## src/rtl/autotest_pkg.sv

```systemverilog
`default_nettype none

package autotest_pkg;

    // defaults for the top-level parameters
    localparam int DEF_START_BLOCK    = 0;
    localparam int DEF_MAX_ITER       = 4;
    localparam int DEF_TIMEOUT_CYCLES = 115343360;

    typedef logic [31:0] block_addr_t;
    typedef logic [7:0]  sd_byte_t;
    typedef logic [9:0]  byte_idx_t;
    typedef logic [31:0] run_time_t;
    typedef logic [7:0]  iter_t;

    localparam logic [31:0] SIGNATURE   = 32'hAABBCCDD;
    localparam int          BLOCK_BYTES = 512;

    // header layout inside a block
    localparam int OFS_SIG   = 0;
    localparam int OFS_ITER  = 4;
    localparam int OFS_NBLK  = 5;
    localparam int OFS_SCLK  = 7;
    localparam int OFS_CMD18 = 8;
    localparam int OFS_TIMES = 9;
    localparam int HDR_BYTES = OFS_TIMES;

    // one capture strobe per header byte
    typedef logic [HDR_BYTES-1:0] hdr_wr_t;

    typedef struct packed {
        logic [15:0] n_blocks;
        logic [7:0]  sclk_speed;
        logic [7:0]  cmd18;
    } uut_cfg_t;

    typedef struct packed {
        logic        r_block;
        logic        r_byte;
        logic        w_block;
        logic        w_byte;
        block_addr_t block_addr;
    } sd_req_t;

    typedef enum logic [3:0] {
        ST_IDLE,
        ST_RD_BLOCK,
        ST_RD_SEL,
        ST_RD_REQ,
        ST_RD_WAIT,
        ST_CHECK,
        ST_RUN_RST,
        ST_RUN,
        ST_WR_BLOCK,
        ST_WR_SEL,
        ST_WR_LOAD,
        ST_WR_REQ,
        ST_WR_WAIT,
        ST_ADVANCE,
        ST_HALT
    } ctrl_state_t;

    // runs actually executed, the header count capped by the slot count
    function automatic iter_t run_count(iter_t cnt, int max_iter);
        if (int'(cnt) > max_iter)
            return iter_t'(max_iter);
        return cnt;
    endfunction

endpackage

`default_nettype wire
```

## src/rtl/autotest_top.sv

```systemverilog
`default_nettype none

module autotest_top #(
    parameter int START_BLOCK    = autotest_pkg::DEF_START_BLOCK,
    parameter int MAX_ITER       = autotest_pkg::DEF_MAX_ITER,
    parameter int TIMEOUT_CYCLES = autotest_pkg::DEF_TIMEOUT_CYCLES
) (
    input  logic                   clk,
    input  logic                   rst,
    input  logic                   sd_busy_i,
    input  autotest_pkg::sd_byte_t sd_rdata_i,
    output autotest_pkg::sd_req_t  sd_req_o,
    output autotest_pkg::sd_byte_t sd_wdata_o,
    input  logic                   uut_finish_i,
    output logic                   uut_rst_o,
    output logic                   uut_start_o,
    output autotest_pkg::uut_cfg_t uut_cfg_o,
    output logic                   halted_o
);
    import autotest_pkg::*;

    hdr_wr_t                    hdr_wr;
    logic                       hdr_clr;
    logic                       sig_ok;
    logic [31:0]                sig;
    iter_t                      iter_count;
    logic                       timer_run;
    logic                       timer_clr;
    iter_t                      iter_idx;
    logic                       run_done;
    run_time_t [MAX_ITER-1:0]   times;
    byte_idx_t                  byte_idx;
    logic                       load_byte;

    autotest_ctrl #(
        .START_BLOCK (START_BLOCK),
        .MAX_ITER    (MAX_ITER)
    ) ctrl_inst (
        .clk          (clk),
        .rst          (rst),
        .sd_busy_i    (sd_busy_i),
        .sd_req_o     (sd_req_o),
        .uut_rst_o    (uut_rst_o),
        .uut_start_o  (uut_start_o),
        .halted_o     (halted_o),
        .hdr_wr_o     (hdr_wr),
        .hdr_clr_o    (hdr_clr),
        .sig_ok_i     (sig_ok),
        .iter_count_i (iter_count),
        .timer_run_o  (timer_run),
        .timer_clr_o  (timer_clr),
        .iter_idx_o   (iter_idx),
        .run_done_i   (run_done),
        .byte_idx_o   (byte_idx),
        .load_byte_o  (load_byte)
    );

    header_regs header_regs_inst (
        .clk          (clk),
        .hdr_clr_i    (hdr_clr),
        .hdr_wr_i     (hdr_wr),
        .sd_rdata_i   (sd_rdata_i),
        .sig_o        (sig),
        .iter_count_o (iter_count),
        .uut_cfg_o    (uut_cfg_o),
        .sig_ok_o     (sig_ok)
    );

    run_timer #(
        .MAX_ITER       (MAX_ITER),
        .TIMEOUT_CYCLES (TIMEOUT_CYCLES)
    ) run_timer_inst (
        .clk          (clk),
        .timer_clr_i  (timer_clr),
        .timer_run_i  (timer_run),
        .uut_finish_i (uut_finish_i),
        .iter_idx_i   (iter_idx),
        .run_done_o   (run_done),
        .times_o      (times)
    );

    tx_byte_sel #(
        .MAX_ITER (MAX_ITER)
    ) tx_byte_sel_inst (
        .clk          (clk),
        .load_byte_i  (load_byte),
        .byte_idx_i   (byte_idx),
        .sig_i        (sig),
        .iter_count_i (iter_count),
        .uut_cfg_i    (uut_cfg_o),
        .times_i      (times),
        .sd_wdata_o   (sd_wdata_o)
    );

endmodule

`default_nettype wire

```

## src/rtl/autotest_ctrl.sv

```systemverilog
`default_nettype none

module autotest_ctrl #(
    parameter int START_BLOCK = autotest_pkg::DEF_START_BLOCK,
    parameter int MAX_ITER    = autotest_pkg::DEF_MAX_ITER
) (
    input  logic                    clk,
    input  logic                    rst,
    input  logic                    sd_busy_i,
    output autotest_pkg::sd_req_t   sd_req_o,
    output logic                    uut_rst_o,
    output logic                    uut_start_o,
    output logic                    halted_o,
    output autotest_pkg::hdr_wr_t   hdr_wr_o,
    output logic                    hdr_clr_o,
    input  logic                    sig_ok_i,
    input  autotest_pkg::iter_t     iter_count_i,
    output logic                    timer_run_o,
    output logic                    timer_clr_o,
    output autotest_pkg::iter_t     iter_idx_o,
    input  logic                    run_done_i,
    output autotest_pkg::byte_idx_t byte_idx_o,
    output logic                    load_byte_o
);
    import autotest_pkg::*;

    ctrl_state_t state;
    ctrl_state_t state_nxt;
    block_addr_t block_addr;
    byte_idx_t   byte_idx;
    iter_t       iter_idx;
    iter_t       n_runs;
    logic        byte_done;
    logic        last_byte;
    logic        last_run;

    assign n_runs    = run_count(iter_count_i, MAX_ITER);
    assign byte_done = (state == ST_RD_WAIT || state == ST_WR_WAIT) && !sd_busy_i;
    assign last_byte = byte_idx == byte_idx_t'(BLOCK_BYTES - 1);
    assign last_run  = iter_idx == n_runs - 1'b1;

    always_comb
    begin
        state_nxt = state;
        case (state)
            ST_IDLE:     state_nxt = ST_RD_BLOCK;
            ST_RD_BLOCK: if (sd_busy_i) state_nxt = ST_RD_SEL;
            ST_RD_SEL:   if (!sd_busy_i) state_nxt = ST_RD_REQ;
            ST_RD_REQ:   if (sd_busy_i) state_nxt = ST_RD_WAIT;
            ST_RD_WAIT:
                if (!sd_busy_i)
                    state_nxt = last_byte ? ST_CHECK : ST_RD_REQ;
            ST_CHECK:
                if (!sig_ok_i)
                    state_nxt = ST_HALT;
                else if (n_runs == '0)
                    state_nxt = ST_WR_BLOCK;
                else
                    state_nxt = ST_RUN_RST;
            ST_RUN_RST:  state_nxt = ST_RUN;
            ST_RUN:
                if (run_done_i)
                    state_nxt = last_run ? ST_WR_BLOCK : ST_RUN_RST;
            ST_WR_BLOCK: if (sd_busy_i) state_nxt = ST_WR_SEL;
            ST_WR_SEL:   if (!sd_busy_i) state_nxt = ST_WR_LOAD;
            // byte register settles here, w_byte goes up next cycle
            ST_WR_LOAD:  state_nxt = ST_WR_REQ;
            ST_WR_REQ:   if (sd_busy_i) state_nxt = ST_WR_WAIT;
            ST_WR_WAIT:
                if (!sd_busy_i)
                    state_nxt = last_byte ? ST_ADVANCE : ST_WR_LOAD;
            ST_ADVANCE:  state_nxt = ST_IDLE;
            ST_HALT:     state_nxt = ST_HALT;
            default:     state_nxt = ST_IDLE;
        endcase
    end

    always_comb
    begin
        sd_req_o.r_block    = state inside {ST_RD_BLOCK, ST_RD_SEL, ST_RD_REQ, ST_RD_WAIT};
        sd_req_o.r_byte     = state == ST_RD_REQ;
        sd_req_o.w_block    = state inside {ST_WR_BLOCK, ST_WR_SEL, ST_WR_LOAD,
                                            ST_WR_REQ, ST_WR_WAIT};
        sd_req_o.w_byte     = state == ST_WR_REQ;
        sd_req_o.block_addr = block_addr;
    end

    // capture strobe while read data is valid, header bytes only
    always_comb
    begin
        hdr_wr_o = '0;
        if (state == ST_RD_WAIT && !sd_busy_i && byte_idx < byte_idx_t'(HDR_BYTES))
            hdr_wr_o = hdr_wr_t'(1) << byte_idx;
    end

    assign uut_rst_o   = state != ST_RUN;
    assign uut_start_o = state == ST_RUN;
    assign timer_run_o = state == ST_RUN;
    assign timer_clr_o = state == ST_RUN_RST;
    assign hdr_clr_o   = state == ST_IDLE;
    assign load_byte_o = state == ST_WR_LOAD;
    assign halted_o    = state == ST_HALT;
    assign byte_idx_o  = byte_idx;
    assign iter_idx_o  = iter_idx;

    always_ff @(posedge clk)
    begin
        if (rst)
        begin
            state      <= ST_IDLE;
            block_addr <= block_addr_t'(START_BLOCK);
            byte_idx   <= '0;
            iter_idx   <= '0;
        end
        else
        begin
            state <= state_nxt;

            if (state == ST_ADVANCE)
                block_addr <= block_addr + 1'b1;

            if (state == ST_IDLE || state == ST_CHECK)
                byte_idx <= '0;
            else if (byte_done && !last_byte)
                byte_idx <= byte_idx + 1'b1;

            if (state == ST_IDLE)
                iter_idx <= '0;
            else if (state == ST_RUN && run_done_i)
                iter_idx <= iter_idx + 1'b1;
        end
    end

endmodule

`default_nettype wire

```

## src/rtl/tx_byte_sel.sv

```systemverilog
`default_nettype none

module tx_byte_sel #(
    parameter int MAX_ITER = autotest_pkg::DEF_MAX_ITER
) (
    input  logic                                  clk,
    input  logic                                  load_byte_i,
    input  autotest_pkg::byte_idx_t               byte_idx_i,
    input  logic [31:0]                           sig_i,
    input  autotest_pkg::iter_t                   iter_count_i,
    input  autotest_pkg::uut_cfg_t                uut_cfg_i,
    input  autotest_pkg::run_time_t [MAX_ITER-1:0] times_i,
    output autotest_pkg::sd_byte_t                sd_wdata_o
);
    import autotest_pkg::*;

    sd_byte_t  next_byte;
    byte_idx_t rel;
    iter_t     slot;
    iter_t     n_runs;

    assign n_runs = run_count(iter_count_i, MAX_ITER);

    // position relative to the first time byte with four bytes per slot
    assign rel  = byte_idx_i - byte_idx_t'(OFS_TIMES);
    assign slot = rel[9:2];

    always_comb
    begin
        next_byte = 8'hFF;
        case (byte_idx_i)
            byte_idx_t'(OFS_SIG):      next_byte = sig_i[31:24];
            byte_idx_t'(OFS_SIG + 1):  next_byte = sig_i[23:16];
            byte_idx_t'(OFS_SIG + 2):  next_byte = sig_i[15:8];
            byte_idx_t'(OFS_SIG + 3):  next_byte = sig_i[7:0];
            byte_idx_t'(OFS_ITER):     next_byte = iter_count_i;
            byte_idx_t'(OFS_NBLK):     next_byte = uut_cfg_i.n_blocks[7:0];
            byte_idx_t'(OFS_NBLK + 1): next_byte = uut_cfg_i.n_blocks[15:8];
            byte_idx_t'(OFS_SCLK):     next_byte = uut_cfg_i.sclk_speed;
            byte_idx_t'(OFS_CMD18):    next_byte = uut_cfg_i.cmd18;
            default:
                // unused slots stay 0xFF
                if (slot < n_runs)
                    next_byte = times_i[slot][{rel[1:0], 3'b000} +: 8];
        endcase
    end

    // held stable for the whole host byte transfer
    always_ff @(posedge clk)
    begin
        if (load_byte_i)
            sd_wdata_o <= next_byte;
    end

endmodule

`default_nettype wire

```

## src/rtl/run_timer.sv

```systemverilog
`default_nettype none

module run_timer #(
    parameter int MAX_ITER       = autotest_pkg::DEF_MAX_ITER,
    parameter int TIMEOUT_CYCLES = autotest_pkg::DEF_TIMEOUT_CYCLES
) (
    input  logic                                  clk,
    input  logic                                  timer_clr_i,
    input  logic                                  timer_run_i,
    input  logic                                  uut_finish_i,
    input  autotest_pkg::iter_t                   iter_idx_i,
    output logic                                  run_done_o,
    output autotest_pkg::run_time_t [MAX_ITER-1:0] times_o
);
    import autotest_pkg::*;

    run_time_t count;
    logic      timed_out;

    assign timed_out = count == run_time_t'(TIMEOUT_CYCLES);

    // finish seen or count saturated
    assign run_done_o = timer_run_i && (uut_finish_i || timed_out);

    // one count per edge with start high and finish low
    always_ff @(posedge clk)
    begin
        if (timer_clr_i)
            count <= '0;
        else if (timer_run_i && !uut_finish_i && !timed_out)
            count <= count + 1'b1;
    end

    // result slot per iteration
    always_ff @(posedge clk)
    begin
        if (run_done_o && int'(iter_idx_i) < MAX_ITER)
            times_o[iter_idx_i] <= count;
    end

endmodule

`default_nettype wire

```

## src/rtl/header_regs.sv

```systemverilog
`default_nettype none

module header_regs (
    input  logic                   clk,
    input  logic                   hdr_clr_i,
    input  autotest_pkg::hdr_wr_t  hdr_wr_i,
    input  autotest_pkg::sd_byte_t sd_rdata_i,
    output logic [31:0]            sig_o,
    output autotest_pkg::iter_t    iter_count_o,
    output autotest_pkg::uut_cfg_t uut_cfg_o,
    output logic                   sig_ok_o
);
    import autotest_pkg::*;

    always_ff @(posedge clk)
    begin
        if (hdr_clr_i)
        begin
            sig_o        <= '0;
            iter_count_o <= '0;
            uut_cfg_o    <= '0;
        end
        else
        begin
            // signature arrives msb first
            for (int k = 0; k < 4; k++)
            begin
                if (hdr_wr_i[OFS_SIG + k])
                    sig_o[8*(3-k) +: 8] <= sd_rdata_i;
            end

            if (hdr_wr_i[OFS_ITER])
                iter_count_o <= sd_rdata_i;

            // n_blocks is lsb first
            if (hdr_wr_i[OFS_NBLK])
                uut_cfg_o.n_blocks[7:0] <= sd_rdata_i;
            if (hdr_wr_i[OFS_NBLK + 1])
                uut_cfg_o.n_blocks[15:8] <= sd_rdata_i;

            if (hdr_wr_i[OFS_SCLK])
                uut_cfg_o.sclk_speed <= sd_rdata_i;
            if (hdr_wr_i[OFS_CMD18])
                uut_cfg_o.cmd18 <= sd_rdata_i;
        end
    end

    assign sig_ok_o = sig_o == SIGNATURE;

endmodule

`default_nettype wire

```

## config.mk

```make
export PLATFORM = sky130hd
export DESIGN_NAME = autotest_top
export DESIGN_NICKNAME = d
export VERILOG_FILES = /design/src/rtl/autotest_pkg.sv /design/src/rtl/autotest_top.sv /design/src/rtl/autotest_ctrl.sv /design/src/rtl/tx_byte_sel.sv /design/src/rtl/run_timer.sv /design/src/rtl/header_regs.sv
export SDC_FILE = /design/constraint.sdc
export NUM_CORES = 1
export LEC_CHECK = 0
export BUFFER_PORTS_ARGS = -buffer_cell sky130_fd_sc_hd__buf_2
export CAP_MARGIN = 20
export CORE_MARGIN = 2
export CORE_UTILIZATION = 37
export DETAILED_ROUTE_END_ITERATION = 12
export PLACE_DENSITY = 0.59
export SLEW_MARGIN = 30
export SYNTH_ARGS = -nofsm -noshare
export SYNTH_HDL_FRONTEND = slang
export SYNTH_HIERARCHICAL = 1
export SYNTH_SLANG_ARGS = --single-unit
```

## constraint.sdc

```tcl
create_clock -name clk -period 13.1 [get_ports clk]
set_input_delay 0.655 -clock clk [delete_from_list [all_inputs] [get_ports clk]]
set_output_delay 0.655 -clock clk [all_outputs]
set_load 0.02 [all_outputs]
```

==> metrics.md, run 1 <==
| Metric | Value |
|---|---|
| Outcome | `finished, final reports clean` |
| H-tree lvl count | `1` |
| Count of nets after finishing | `roughly 1300` |
| Main synth FF type | `dfxtp_1` |
| Worst Setup Path Type | `register to register` |
| Critical Path End Type | `register` |
| HPWL after DPL | `22900 µm` |
| Post-synth EDFFs | `136` |
| Post-synth top area cell | `edfxtp_1` |
| Routed WL | `34000 µm` |
| I/O Buffers | `90` |
| Part of the power in combinational logic | `3.8%` |
| Sequential fraction of the synthesis area | `a little over half` |
| Setup crit end | `tx_byte_sel_inst/sd_wdata_o[3]` |
| Placed cell count | `1690` |
| Starting Density | `37.7%` |
| R2R Path Start | `ctrl_inst/byte_idx_o[0]` |
| Fin util | `a little over two fifths` |
| Relative slew slack | `between 30% and 40%` |
| Io pins | `91` |
| Skew-Pair Late Insertion Delay | `580 ps` |
| Synth Register Bits | `294` |
| WHS | `490 ps` |
| Yosys top cell area share | `30.3%` |
| Share of cells above drive strength 1 | `18.0%` |
| Worst reg2reg setup slack | `9250 ps` |
| Slowest cell on crit path | `ha_1` |
| Longest Clk Path Bufs | `3` |
| Max-slew violations | `0` |
| Die width | `between 150 and 200 µm` |
| Hold Vio Cnt, Final | `0` |
| YS warnings | `6` |
| WP data arrival | `4110 ps` |
| Most frequent cell after synthesis | `nor2_1` |
| DR vias | `9556` |
| Period minus WS final | `between 3000 and 4000 ps` |
| Final Cycle Share | `29.4%` |
| Postcts setup bufs | `0` |
| CTS buffer count | `31` |
| Initial antenna violation count | `1` |
| DIE AREA | `38000 µm²` |
| Clock power share | `46.5%` |
| Share of flip-flops with an asynchronous set or reset | `0%` |
| DR iter-0 viols | `around 700` |
| RePlAce Congestion | `around 0.88` |
| Peak supply drop | `around 0.087 mV` |
| Seq pwr share | `about 50%` |
| Largest fanout on the critical path | `44` |
| Largest net degree at the start of global routing | `74` |
| Slew @ Worst Pin | `994 ps` |
| RSZ-0062 raised after global routing | `false` |
| Critical Path Stages | `11` |
| Cts hold-fix bufs | `0` |
| Syn Area/Cell | `11.4 µm²` |
| Area delta synth->final | `15.0%` |
| Avg Vias per Cell | `5.47` |
| WL/cell | `19.4 µm` |
| Setup crit start kind | `register` |
| Chip Height | `195 µm` |
| Syn Std Cell Area | `13500 µm²` |
| First-pass GRT wire length | `54000 µm` |
| Std cell rows | `69` |
| Synth cell count leaders | `161 x nor2_1, 158 x dfxtp_1, 136 x edfxtp_1` |
| Worst Reg-to-Reg Cells | `11` |
| Clock sinks | `294` |
| # setup viols final | `0` |
| Final antenna-violating net count | `0` |
| Max Clock Freq | `0.260 GHz` |
| P_leak | `0.00553 µW` |
| Cell Pwr Density | `128 nW/µm²` |
| Number of global-route vias before repair | `9270` |
| Hold Path Class | `register to register` |
| Max cap viols | `0` |
| DRT Pass-1 Iters | `5` |
| Critical path origin | `ctrl_inst/byte_idx_o[0]` |
| Root Driver | `clkbuf_16` |
| CTS tree | `done` |
| N_diodes | `0` |
| Switching power | `~430 µW` |
| Grt total ovfl | `0` |
| Overall routing resource usage | `17.8%` |
| Min-Delay Startpoint | `ctrl_inst/block_addr[31]` |
| CTS clk-pin slew, worst paths | `60 ps` |
| Setup_tns | `0 ps` |
| Post-cts sizing count | `0` |
| Netlist cell types | `81` |
| Layout fillers | `about 3400` |
| P_int | `1550 µW` |
| Req. time, crit path | `13360 ps` |
| Post-Synthesis Cells | `around 1200` |
| DRC viols | `0` |
| Sw Ratio | `21.8%` |
| Non-filler instance count after layout | `around 1700` |
| Layout Skew | `34.8 ps` |
| Cell Chain, Critical Path | `inv_1, ha_1, nand2b_1, a211oi_1, xor2_1, ha_1, a21o_1, a21o_1, a211oi_1, o311a_1, a22oi_1` |
| Core area | `about 36000 µm²` |
| CP top delay family | `compound AO/OA/AOI/OAI gates` |
| Worst stage delay on the critical path | `600 ps` |
| Crit path buf inv count | `1` |
| Worst R2R End | `tx_byte_sel_inst/sd_wdata_o[3]` |
| Ranking of synthesized cells by area | `edfxtp_1 30%, dfxtp_1 23%, mux2i_1 6.2%, mux4_2 5.3%, nor2_1 4.5%` |
==> state kept, by name (all words and copies together) (netlist names) <==
name                           flops
run_timer_inst/times_o           128
ctrl_inst/block_addr              32
header_regs_inst/sig_o            32
header_regs_inst/uut_cfg_o        32
run_timer_inst/count              32
ctrl_inst/byte_idx_o              10
ctrl_inst/iter_idx_o               8
header_regs_inst/iter_count_o      8
tx_byte_sel_inst/sd_wdata_o        8
ctrl_inst/state                    4
==> logic make-up (layout without fill, tap and decap cells) <==
logic type | after synthesis | after routing | share of synthesized area (%)
AO/OA/AOI/OAI | 137 | 137 | 7.38
multiplexers | 119 | 119 | 11.8
other | 1 | 5 | 0.0278
buffers and inverters | 93 | 188 | 2.99
flip-flops | 294 | 294 | 53.7
AND/OR/NAND/NOR | 452 | 452 | 17.5
adder cells (fa/ha/maj) | 19 | 19 | 1.76
XOR/XNOR | 73 | 73 | 4.80
==> metrics by stage <==
| step | worst slack, ps | total power (µW) | area [µm²] |
|---|---|---|---|
| 3_5_place_dp | 9030 | 1080 | 14400 |
| 5_1_grt | 9100 | 2060 | 15500 |
| 3_3_place_gp | 9120 | 1080 | 14400 |
| 2_1_floorplan | 7850 | 1050 | 13500 |
| 4_1_cts | 9000 | 2010 | 15500 |
| 6_report | 9250 | 1980 | 15500 |
==> worst min-delay path, cell delays in order (launching register included) <==
cell and delay (ps):
dfxtp_1 320, o31ai_1 60, a21oi_1 60
==> power by group through the flow <==
stage	clock (µW)	sequential (µW)	combinational (µW)
final	924	986	74.9
after global routing	985	988	83.3
after CTS	947	987	75.4
after detailed placement	0	1010	75.1
after global placement	0	1010	74.6
after floorplan	0	997	56.9
==> cell usage in the layout, fill, tap and decap left out, drive strengths merged, types with 5 or more instances in the layout <==
cell / netlist / final
nor2: 161 / 161
dfxtp: 158 / 158
edfxtp: 136 / 136
buf: 24 / 107
mux2i: 83 / 83
nand2: 76 / 76
xor2: 40 / 40
clkbuf: 46 / 38
nand4: 34 / 34
xnor2: 33 / 33
mux4: 32 / 32
a21oi: 29 / 29
nand3: 28 / 28
inv: 23 / 25
nor3: 25 / 25
nor4: 23 / 23
o21ai: 22 / 22
and3: 19 / 19
ha: 19 / 19
or3: 14 / 14
nor2b: 12 / 12
a22oi: 11 / 11
a221oi: 11 / 11
and2: 11 / 11
clkinv: 0 / 10
and4: 10 / 10
a22o: 9 / 9
or4: 8 / 8
bufinv: 0 / 6
nor3b: 6 / 6
nor4b: 6 / 6
o31ai: 5 / 5
conb: 1 / 5
a2111oi: 5 / 5
==> final cells by class <==
| type | count | area, µm² | area share, % |
|---|---|---|---|
| Clock buffer | 38 | 812 | 5.23 |
| Clock inverter | 20 | 270 | 1.74 |
| Inverter | 23 | 86.3 | 0.556 |
| Multi-Input combinational cell | 805 | 5950 | 38.3 |
| Sequential cell | 294 | 7250 | 46.7 |
| Tap cell | 461 | 577 | 3.72 |
| Timing Repair Buffer | 107 | 578 | 3.72 |
==> layer usage <==
layer | vias up | GRT usage, % | part of all wire (%)
met5 | - | 0 | 0.032
met1 | 4744 | 24.1 | 45
met4 | 2 | 4.07 | 1.6
met3 | 35 | 2.24 | 4.2
met2 | 217 | 30.5 | 49
li1 | 4558 | - | -
==> worst min-delay path by stage <==
stage	slack, ps	cells past startpoint	end
3_3_place_gp	470	2	ctrl_inst/block_addr[31]
4_1_cts	470	3	header_regs_inst/iter_count_o[7]
2_1_floorplan	470	2	header_regs_inst/sig_o[21]
6_report	490	2	ctrl_inst/block_addr[31]
3_5_place_dp	480	2	ctrl_inst/block_addr[31]
5_1_grt	490	3	header_regs_inst/uut_cfg_o[15]
(Power assumes the default switching activity.)
==> inputs of run 2 (changes only) <==
--- a/config.mk
+++ b/config.mk
@@ -10,7 +10,7 @@
 export CORE_MARGIN = 2
 export CORE_UTILIZATION = 37
 export DETAILED_ROUTE_END_ITERATION = 12
-export PLACE_DENSITY = 0.59
+export PLACE_DENSITY = 0.61
 export SLEW_MARGIN = 30
 export SYNTH_ARGS = -nofsm -noshare
 export SYNTH_HDL_FRONTEND = slang
==> constraint.sdc (replaced) <==
create_clock -name clk -period 3.2 [get_ports clk]
set_input_delay 0.16 -clock clk [delete_from_list [all_inputs] [get_ports clk]]
set_output_delay 0.16 -clock clk [all_outputs]
set_load 0.02 [all_outputs]
==> run 2 against run 1 <==
Via count rose by 1.7%. Critical path depth fell by 3. Non-clock buffer count rose by 40. Sequential power rose to 4.1 times the previous value. Sequential cell count did not move. Hold slack got worse by 430 ps. Critical endpoint is now tx_byte_sel_inst/sd_wdata_o[4]. Highest routed layer unchanged.
==> metrics.md, run 2 (synthesis gave the netlist of run 1 again) <==
| Metric | Value |
|---|---|
| CTS clk-pin slew, worst paths | `60 ps (about the same)` |
| DRT Pass-1 Iters | `5 (unchanged)` |
| Slew @ Worst Pin | `831 ps (-163 ps)` |
| Max Clock Freq | `0.316 GHz (+22%)` |
| Layout fillers | `3331 (-1.1%)` |
| Max-slew violations | `0 (unchanged)` |
| Clock sinks | `294 (unchanged)` |
| Met2 GRT Util | `30.4% (-0.093 points)` |
| Setup crit start kind | `register` |
| CTS tree | `done` |
| Hold Vio Cnt, Final | `0 (unchanged)` |
| Count of nets after finishing | `1336 (+3.3%)` |
| Cell Chain, Critical Path | `buf_4, ha_1, a22o_1, a221oi_1, a221oi_1, a2111oi_1, buf_4, a21oi_1` |
| Setup WS post-layout | `38.0 ps (-9210 ps)` |
| Max cap viols | `0 (unchanged)` |
| Largest net degree at the start of global routing | `74 (unchanged)` |
| RePlAce Congestion | `0.930 (+5.5%)` |
| Layout Skew | `37.1 ps (+2.28 ps)` |
| CTS buffer count | `34 (+9.7%)` |
| Die width | `195 µm (unchanged)` |
| Slowest cell on crit path | `a2111oi_1` |
| Routed WL | `34700 µm (+2.3%)` |
| Initial antenna violation count | `1 (unchanged)` |
| Chip Height | `195 µm (unchanged)` |
| Avg Vias per Cell | `5.43 (-0.72%)` |
| Peak supply drop | `0.311 mV (+260%)` |
| P_leak | `0.00579 µW (+4.6%)` |
| DR vias | `9715 (+1.7%)` |
| Root Driver | `clkbuf_16` |
| Min-Delay Startpoint | `sd_rdata_i[7]` |
| HPWL after DPL | `23600 µm (+3.2%)` |
| DIE AREA | `38000 µm² (unchanged)` |
| Setup WS pre-CTS | `-39.5 ps (-9070 ps)` |
| Met1 Track Usage GR | `24.8% (+0.72 points)` |
| Core area | `35700 µm² (unchanged)` |
| Worst hold endpoint | `header_regs_inst/sig_o[23]` |
| Critical Path End Type | `register` |
| DR iter-0 viols | `771 (+12%)` |
| Grt total ovfl | `0 (unchanged)` |
| Cts hold-fix bufs | `0 (unchanged)` |
| Cell Pwr Density | `521 nW/µm² (+310%)` |
| # setup viols final | `0 (unchanged)` |
| N_diodes | `0 (unchanged)` |
| Commonest non-fill, non-tap cell in the layout | `nor2_1` |
| Overall routing resource usage | `18.3% (+0.44 points)` |
| Longest Clk Path Bufs | `3 (unchanged)` |
| I/O Buffers | `90 (unchanged)` |
| GRT busiest layer | `met2` |
| Share of cells above drive strength 1 | `20.9% (+2.9 points)` |
| Most flops, register | `run_timer_inst/times_o` |
| Post-Layout Inst Area | `16000 µm² (+3.0%)` |
| Final antenna-violating net count | `0 (unchanged)` |
| Largest fanout on the critical path | `42 (-4.5%)` |
| Non-filler instance count after layout | `1790 (+2.4%)` |
| Most frequent cells in the layout | `160 x nor2_1, 157 x dfxtp_1, 136 x edfxtp_1` |
| DRC viols | `0 (unchanged)` |
| Number of global-route vias before repair | `9460 (+2.0%)` |
| Worst reg2reg setup slack | `40 ps (-9210 ps)` |
| H-tree lvl count | `2 (+1)` |
| Largest register FFs | `128 (unchanged)` |
| Req. time, crit path | `3460 ps (-9900 ps)` |
| Worst R2R End | `tx_byte_sel_inst/sd_wdata_o[4]` |
| Final Cycle Share | `98.8% (+69 points)` |
| Period minus WS final | `3160 ps (-688 ps)` |
| Met3 Track Usage GR | `2.95% (+0.71 points)` |
| R2R Path Start | `ctrl_inst/byte_idx_o[0]` |
| Worst Setup Path Type | `register to register` |
| Worst Reg-to-Reg Cells | `8 (-3)` |
| Io pins | `91 (unchanged)` |
| DP Area | `14800 µm² (+2.7%)` |
| RSZ-0062 raised after global routing | `false` |
| Placed cell count | `1730 (+2.4%)` |
| Hold Path Class | `primary input to register` |
| WL/cell | `19.4 µm (about the same)` |
| First-pass GRT wire length | `54900 µm (+1.8%)` |
| Hold Crit Depth | `3 (+1)` |
| WP data arrival | `3420 ps (-690 ps)` |
| Starting Density | `37.7% (unchanged)` |
| Setup_tns | `0 ps (unchanged)` |
| Std cell rows | `69 (unchanged)` |
| Outcome | `finished, final reports clean` |
| Area delta synth->final | `18.5%` |
| Relative slew slack | `43.2% (+9.6 points)` |
| Worst stage delay on the critical path | `710 ps (+110 ps)` |
| Skew-Pair Late Insertion Delay | `530 ps (-50 ps)` |
[run 2: layout make-up]
class,instances,area [µm²],share of cell area [%]
Clock buffer,50,1020,6.36
Multi-Input combinational cell,805,5970,37.4
Tap cell,461,577,3.61
Clock inverter,10,129,0.806
Inverter,23,86.3,0.540
Sequential cell,294,7250,45.4
Timing Repair Buffer,147,953,5.97
[run 2: worst max path at each step]
| stage | start | end | slack [ps] | depth (start not counted) |
|---|---|---|---|---|
| detailed placement | ctrl_inst/byte_idx_o[0] | tx_byte_sel_inst/sd_wdata_o[4] | -40 | 8 |
| CTS | ctrl_inst/byte_idx_o[0] | tx_byte_sel_inst/sd_wdata_o[4] | 120 | 8 |
| global route | ctrl_inst/byte_idx_o[0] | tx_byte_sel_inst/sd_wdata_o[4] | 20 | 8 |
| floorplan | run_timer_inst/count[0] | run_timer_inst/times_o[0] | -500 | 7 |
| finish | ctrl_inst/byte_idx_o[0] | tx_byte_sel_inst/sd_wdata_o[4] | 40 | 8 |
| global placement | ctrl_inst/byte_idx_o[0] | tx_byte_sel_inst/sd_wdata_o[4] | -2 | 8 |
[run 2: where the power goes]
part / leakage [µW] / internal [µW] / switching, µW
sequential: 0.00263 / 3960 / 54.9
combinational: 0.00259 / 127 / 242
clock: 0.000561 / 2390 / 1560
[run 2: worst max-delay path: cells and delay by family, from the launching register on]
kind / cells / cell delay, ps
AOI/OAI and AO/OA: 5 / 1570
buffers and inverters: 2 / 540
adders and majority gates: 1 / 450
DFF: 1 / 320
[run 2: timing repair]
action | in CTS | in global routing
setup endpoints to repair | 1 | 10
pin swaps | 0 | 1
resized for setup | 1 | 2
setup buffers | 0 | 0
[run 2: routing by layer]
layer | vias up | wire, µm | part of all wire (%)
li1 | 4648 | - | -
met1 | 4782 | 15900 | 46
met2 | 237 | 16500 | 47
met3 | 46 | 1630 | 4.7
met4 | 2 | 669 | 1.9
met5 | - | 13 | 0.037
[run 2: stage by stage]
step | hold WS [ps] | utilization, % | total power, µW
2_1_floorplan | 467 | - | 4310
3_3_place_gp | 442 | 41.5 | 4460
3_5_place_dp | 463 | 41.5 | 4460
4_1_cts | 44.4 | 44.7 | 8420
5_1_grt | 65.0 | 44.7 | 8630
6_report | 57.6 | 44.7 | 8330
==> inputs of run 3 (changes only) <==
--- a/config.mk
+++ b/config.mk
@@ -10,6 +10,7 @@
 export CORE_MARGIN = 2
 export CORE_UTILIZATION = 37
 export DETAILED_ROUTE_END_ITERATION = 12
+export GPL_TIMING_DRIVEN = 0
 export PLACE_DENSITY = 0.61
 export SLEW_MARGIN = 30
 export SYNTH_ARGS = -nofsm -noshare
==> run 3 against run 2 <==
Hold slack worse by 5.0 ps. Die area unchanged. Register-to-register slack better by 50 ps. First-iteration DRC count up 5.4%. Routed wire length up 1.2%.
==> metrics.md, run 3 (synthesis gave the netlist of run 1 again) <==
| Metric | Value |
|---|---|
| Outcome | `finished, final reports clean` |
| CTS tree | `done` |
| Cell Pwr Density | `501 nW/µm² (-3.9%)` |
| Skew-Pair Late Insertion Delay | `580 ps (+50 ps)` |
| Met2 GRT Util | `30.5% (+0.040 points)` |
| Critical Path End Type | `register` |
| WL/cell | `19.4 µm (-0.24%)` |
| Most frequent cells in the layout | `161 x nor2_1, 157 x dfxtp_1, 136 x edfxtp_1` |
| Max cap viols | `0 (unchanged)` |
| I/O Buffers | `80 (-11%)` |
| HPWL after DPL | `25000 µm (+5.6%)` |
| N_diodes | `0 (unchanged)` |
| Period minus WS final | `3110 ps (-52.8 ps)` |
| Met1 Track Usage GR | `25.2% (+0.42 points)` |
| # setup viols final | `0 (unchanged)` |
| DIE AREA | `38000 µm² (unchanged)` |
| Relative slew slack | `42.0% (-1.1 points)` |
| CTS clk-pin slew, worst paths | `60 ps (about the same)` |
| DRC viols | `0 (unchanged)` |
| RePlAce Congestion | `0.946 (+1.7%)` |
| DR vias | `9851 (+1.4%)` |
| Longest Clk Path Bufs | `3 (unchanged)` |
| Clock sinks | `294 (unchanged)` |
| Largest register FFs | `128 (unchanged)` |
| Slew @ Worst Pin | `870 ps (+38.7 ps)` |
| RSZ-0062 raised after global routing | `true` |
| Die width | `195 µm (unchanged)` |
| Root Driver | `clkbuf_16` |
| Setup_tns | `0 ps (unchanged)` |
| Layout Skew | `18.8 ps (-18.3 ps)` |
| Io pins | `91 (unchanged)` |
| Starting Density | `37.7% (unchanged)` |
| Worst Setup Path Type | `register to register` |
| Count of nets after finishing | `1360 (+1.8%)` |
| Setup crit start kind | `register` |
| Peak supply drop | `0.471 mV (+51%)` |
| First-pass GRT wire length | `55000 µm (about the same)` |
| Final antenna-violating net count | `0 (unchanged)` |
| Most flops, register | `run_timer_inst/times_o` |
| Max Clock Freq | `0.322 GHz (+1.7%)` |
| Final Cycle Share | `97.2% (-1.6 points)` |
| Share of cells above drive strength 1 | `20.2% (-0.76 points)` |
| Area delta synth->final | `19.4%` |
| Chip Height | `195 µm (unchanged)` |
| Max-slew violations | `0 (unchanged)` |
| Cts hold-fix bufs | `0 (unchanged)` |
| Grt total ovfl | `0 (unchanged)` |
| Commonest non-fill, non-tap cell in the layout | `nor2_1` |
| Fin util | `45.1% (+0.34 points)` |
| CTS buffer count | `31 (-8.8%)` |
| Largest fanout on the critical path | `10 (-76%)` |
| Initial antenna violation count | `0 (-1)` |
| Core area | `35700 µm² (unchanged)` |
| Req. time, crit path | `3510 ps (+50 ps)` |
| Overall routing resource usage | `18.2% (about the same)` |
| DRT Pass-1 Iters | `8 (+3)` |
| GRT busiest layer | `met2` |
| Avg Vias per Cell | `5.43 (about the same)` |
| Largest net degree at the start of global routing | `17 (-77%)` |
| WP data arrival | `3420 ps (about the same)` |
| Hold Vio Cnt, Final | `0 (unchanged)` |
| Number of global-route vias before repair | `9362 (-1.0%)` |
| Routed WL | `35100 µm (+1.2%)` |
| Met3 Track Usage GR | `2.17% (-0.78 points)` |
| H-tree lvl count | `1 (-1)` |
| Std cell rows | `69 (unchanged)` |
| Hold Path Class | `primary input to register` |
| P_leak | `0.00579 µW (about the same)` |
| DR iter-0 viols | `813 (+5.4%)` |
==> run 3: path summary, 6_finish.rpt <==
path	slack, ps	cells past startpoint	startpoint	to
setup / recovery	90	12	ctrl_inst/byte_idx_o[0]	tx_byte_sel_inst/sd_wdata_o[6]
hold / removal	50	4	uut_finish_i	run_timer_inst/count[5]
setup reg to reg	90	12	ctrl_inst/byte_idx_o[0]	tx_byte_sel_inst/sd_wdata_o[6]
hold reg to reg	490	2	ctrl_inst/block_addr[1]	ctrl_inst/block_addr[1]
==> run 3: report_power, final <==
group / total [µW] / leakage, µW / internal, µW / switching (µW)
combinational: 339 / 0.00264 / 109 / 230
sequential: 4030 / 0.00263 / 3960 / 70.3
clock: 3700 / 0.000513 / 2160 / 1540
==> run 3: critical path: stages (launching register included) <==
cell	delay [ps]
dfxtp_4	370
clkbuf_16	160
buf_8	160
buf_8	160
inv_1	90
ha_4	200
xnor2_4	200
buf_4	160
buf_12	120
mux4_2	510
a22o_4	290
a221oi_4	250
a22oi_1	160
==> run 3: area by class of cell <==
cell class	count	area, µm²
Fill cell	3324	19600
Sequential cell	294	7250
Multi-Input combinational cell	805	6110
Clock buffer	36	815
Timing Repair Buffer	105	647
Tap cell	461	577
Buffer	69	375
Clock inverter	22	239
Inverter	23	86.3
==> run 3: per-stage QoR <==
step	instance area (µm²)	hold slack, ps	instances	power [µW]	setup slack [ps]
5_1_grt	16100	67.5	1815	8330	-4.31
3_3_place_gp	14500	472	1733	4440	-2220
4_1_cts	16000	31.1	1813	8140	14.0
6_report	16100	52.6	1815	8070	90.8
3_5_place_dp	14700	486	1746	4440	-799
2_1_floorplan	13600	467	1192	4310	-500
==> run 3: what timing repair did <==
| action | 4_1_cts | 5_1_grt |
|---|---|---|
| pin swaps | 6 | 4 |
| setup endpoints to repair | 110 | 56 |
| setup buffers | 8 | 3 |
| resized for setup | 35 | 7 |
| gates cloned | 1 | 0 |
==> run 3: layer usage <==
layer,routed length [µm],vias up
li1,-,4706
met1,15800,4827
met2,16800,270
met3,1850,48
met4,717,0
met5,0,-
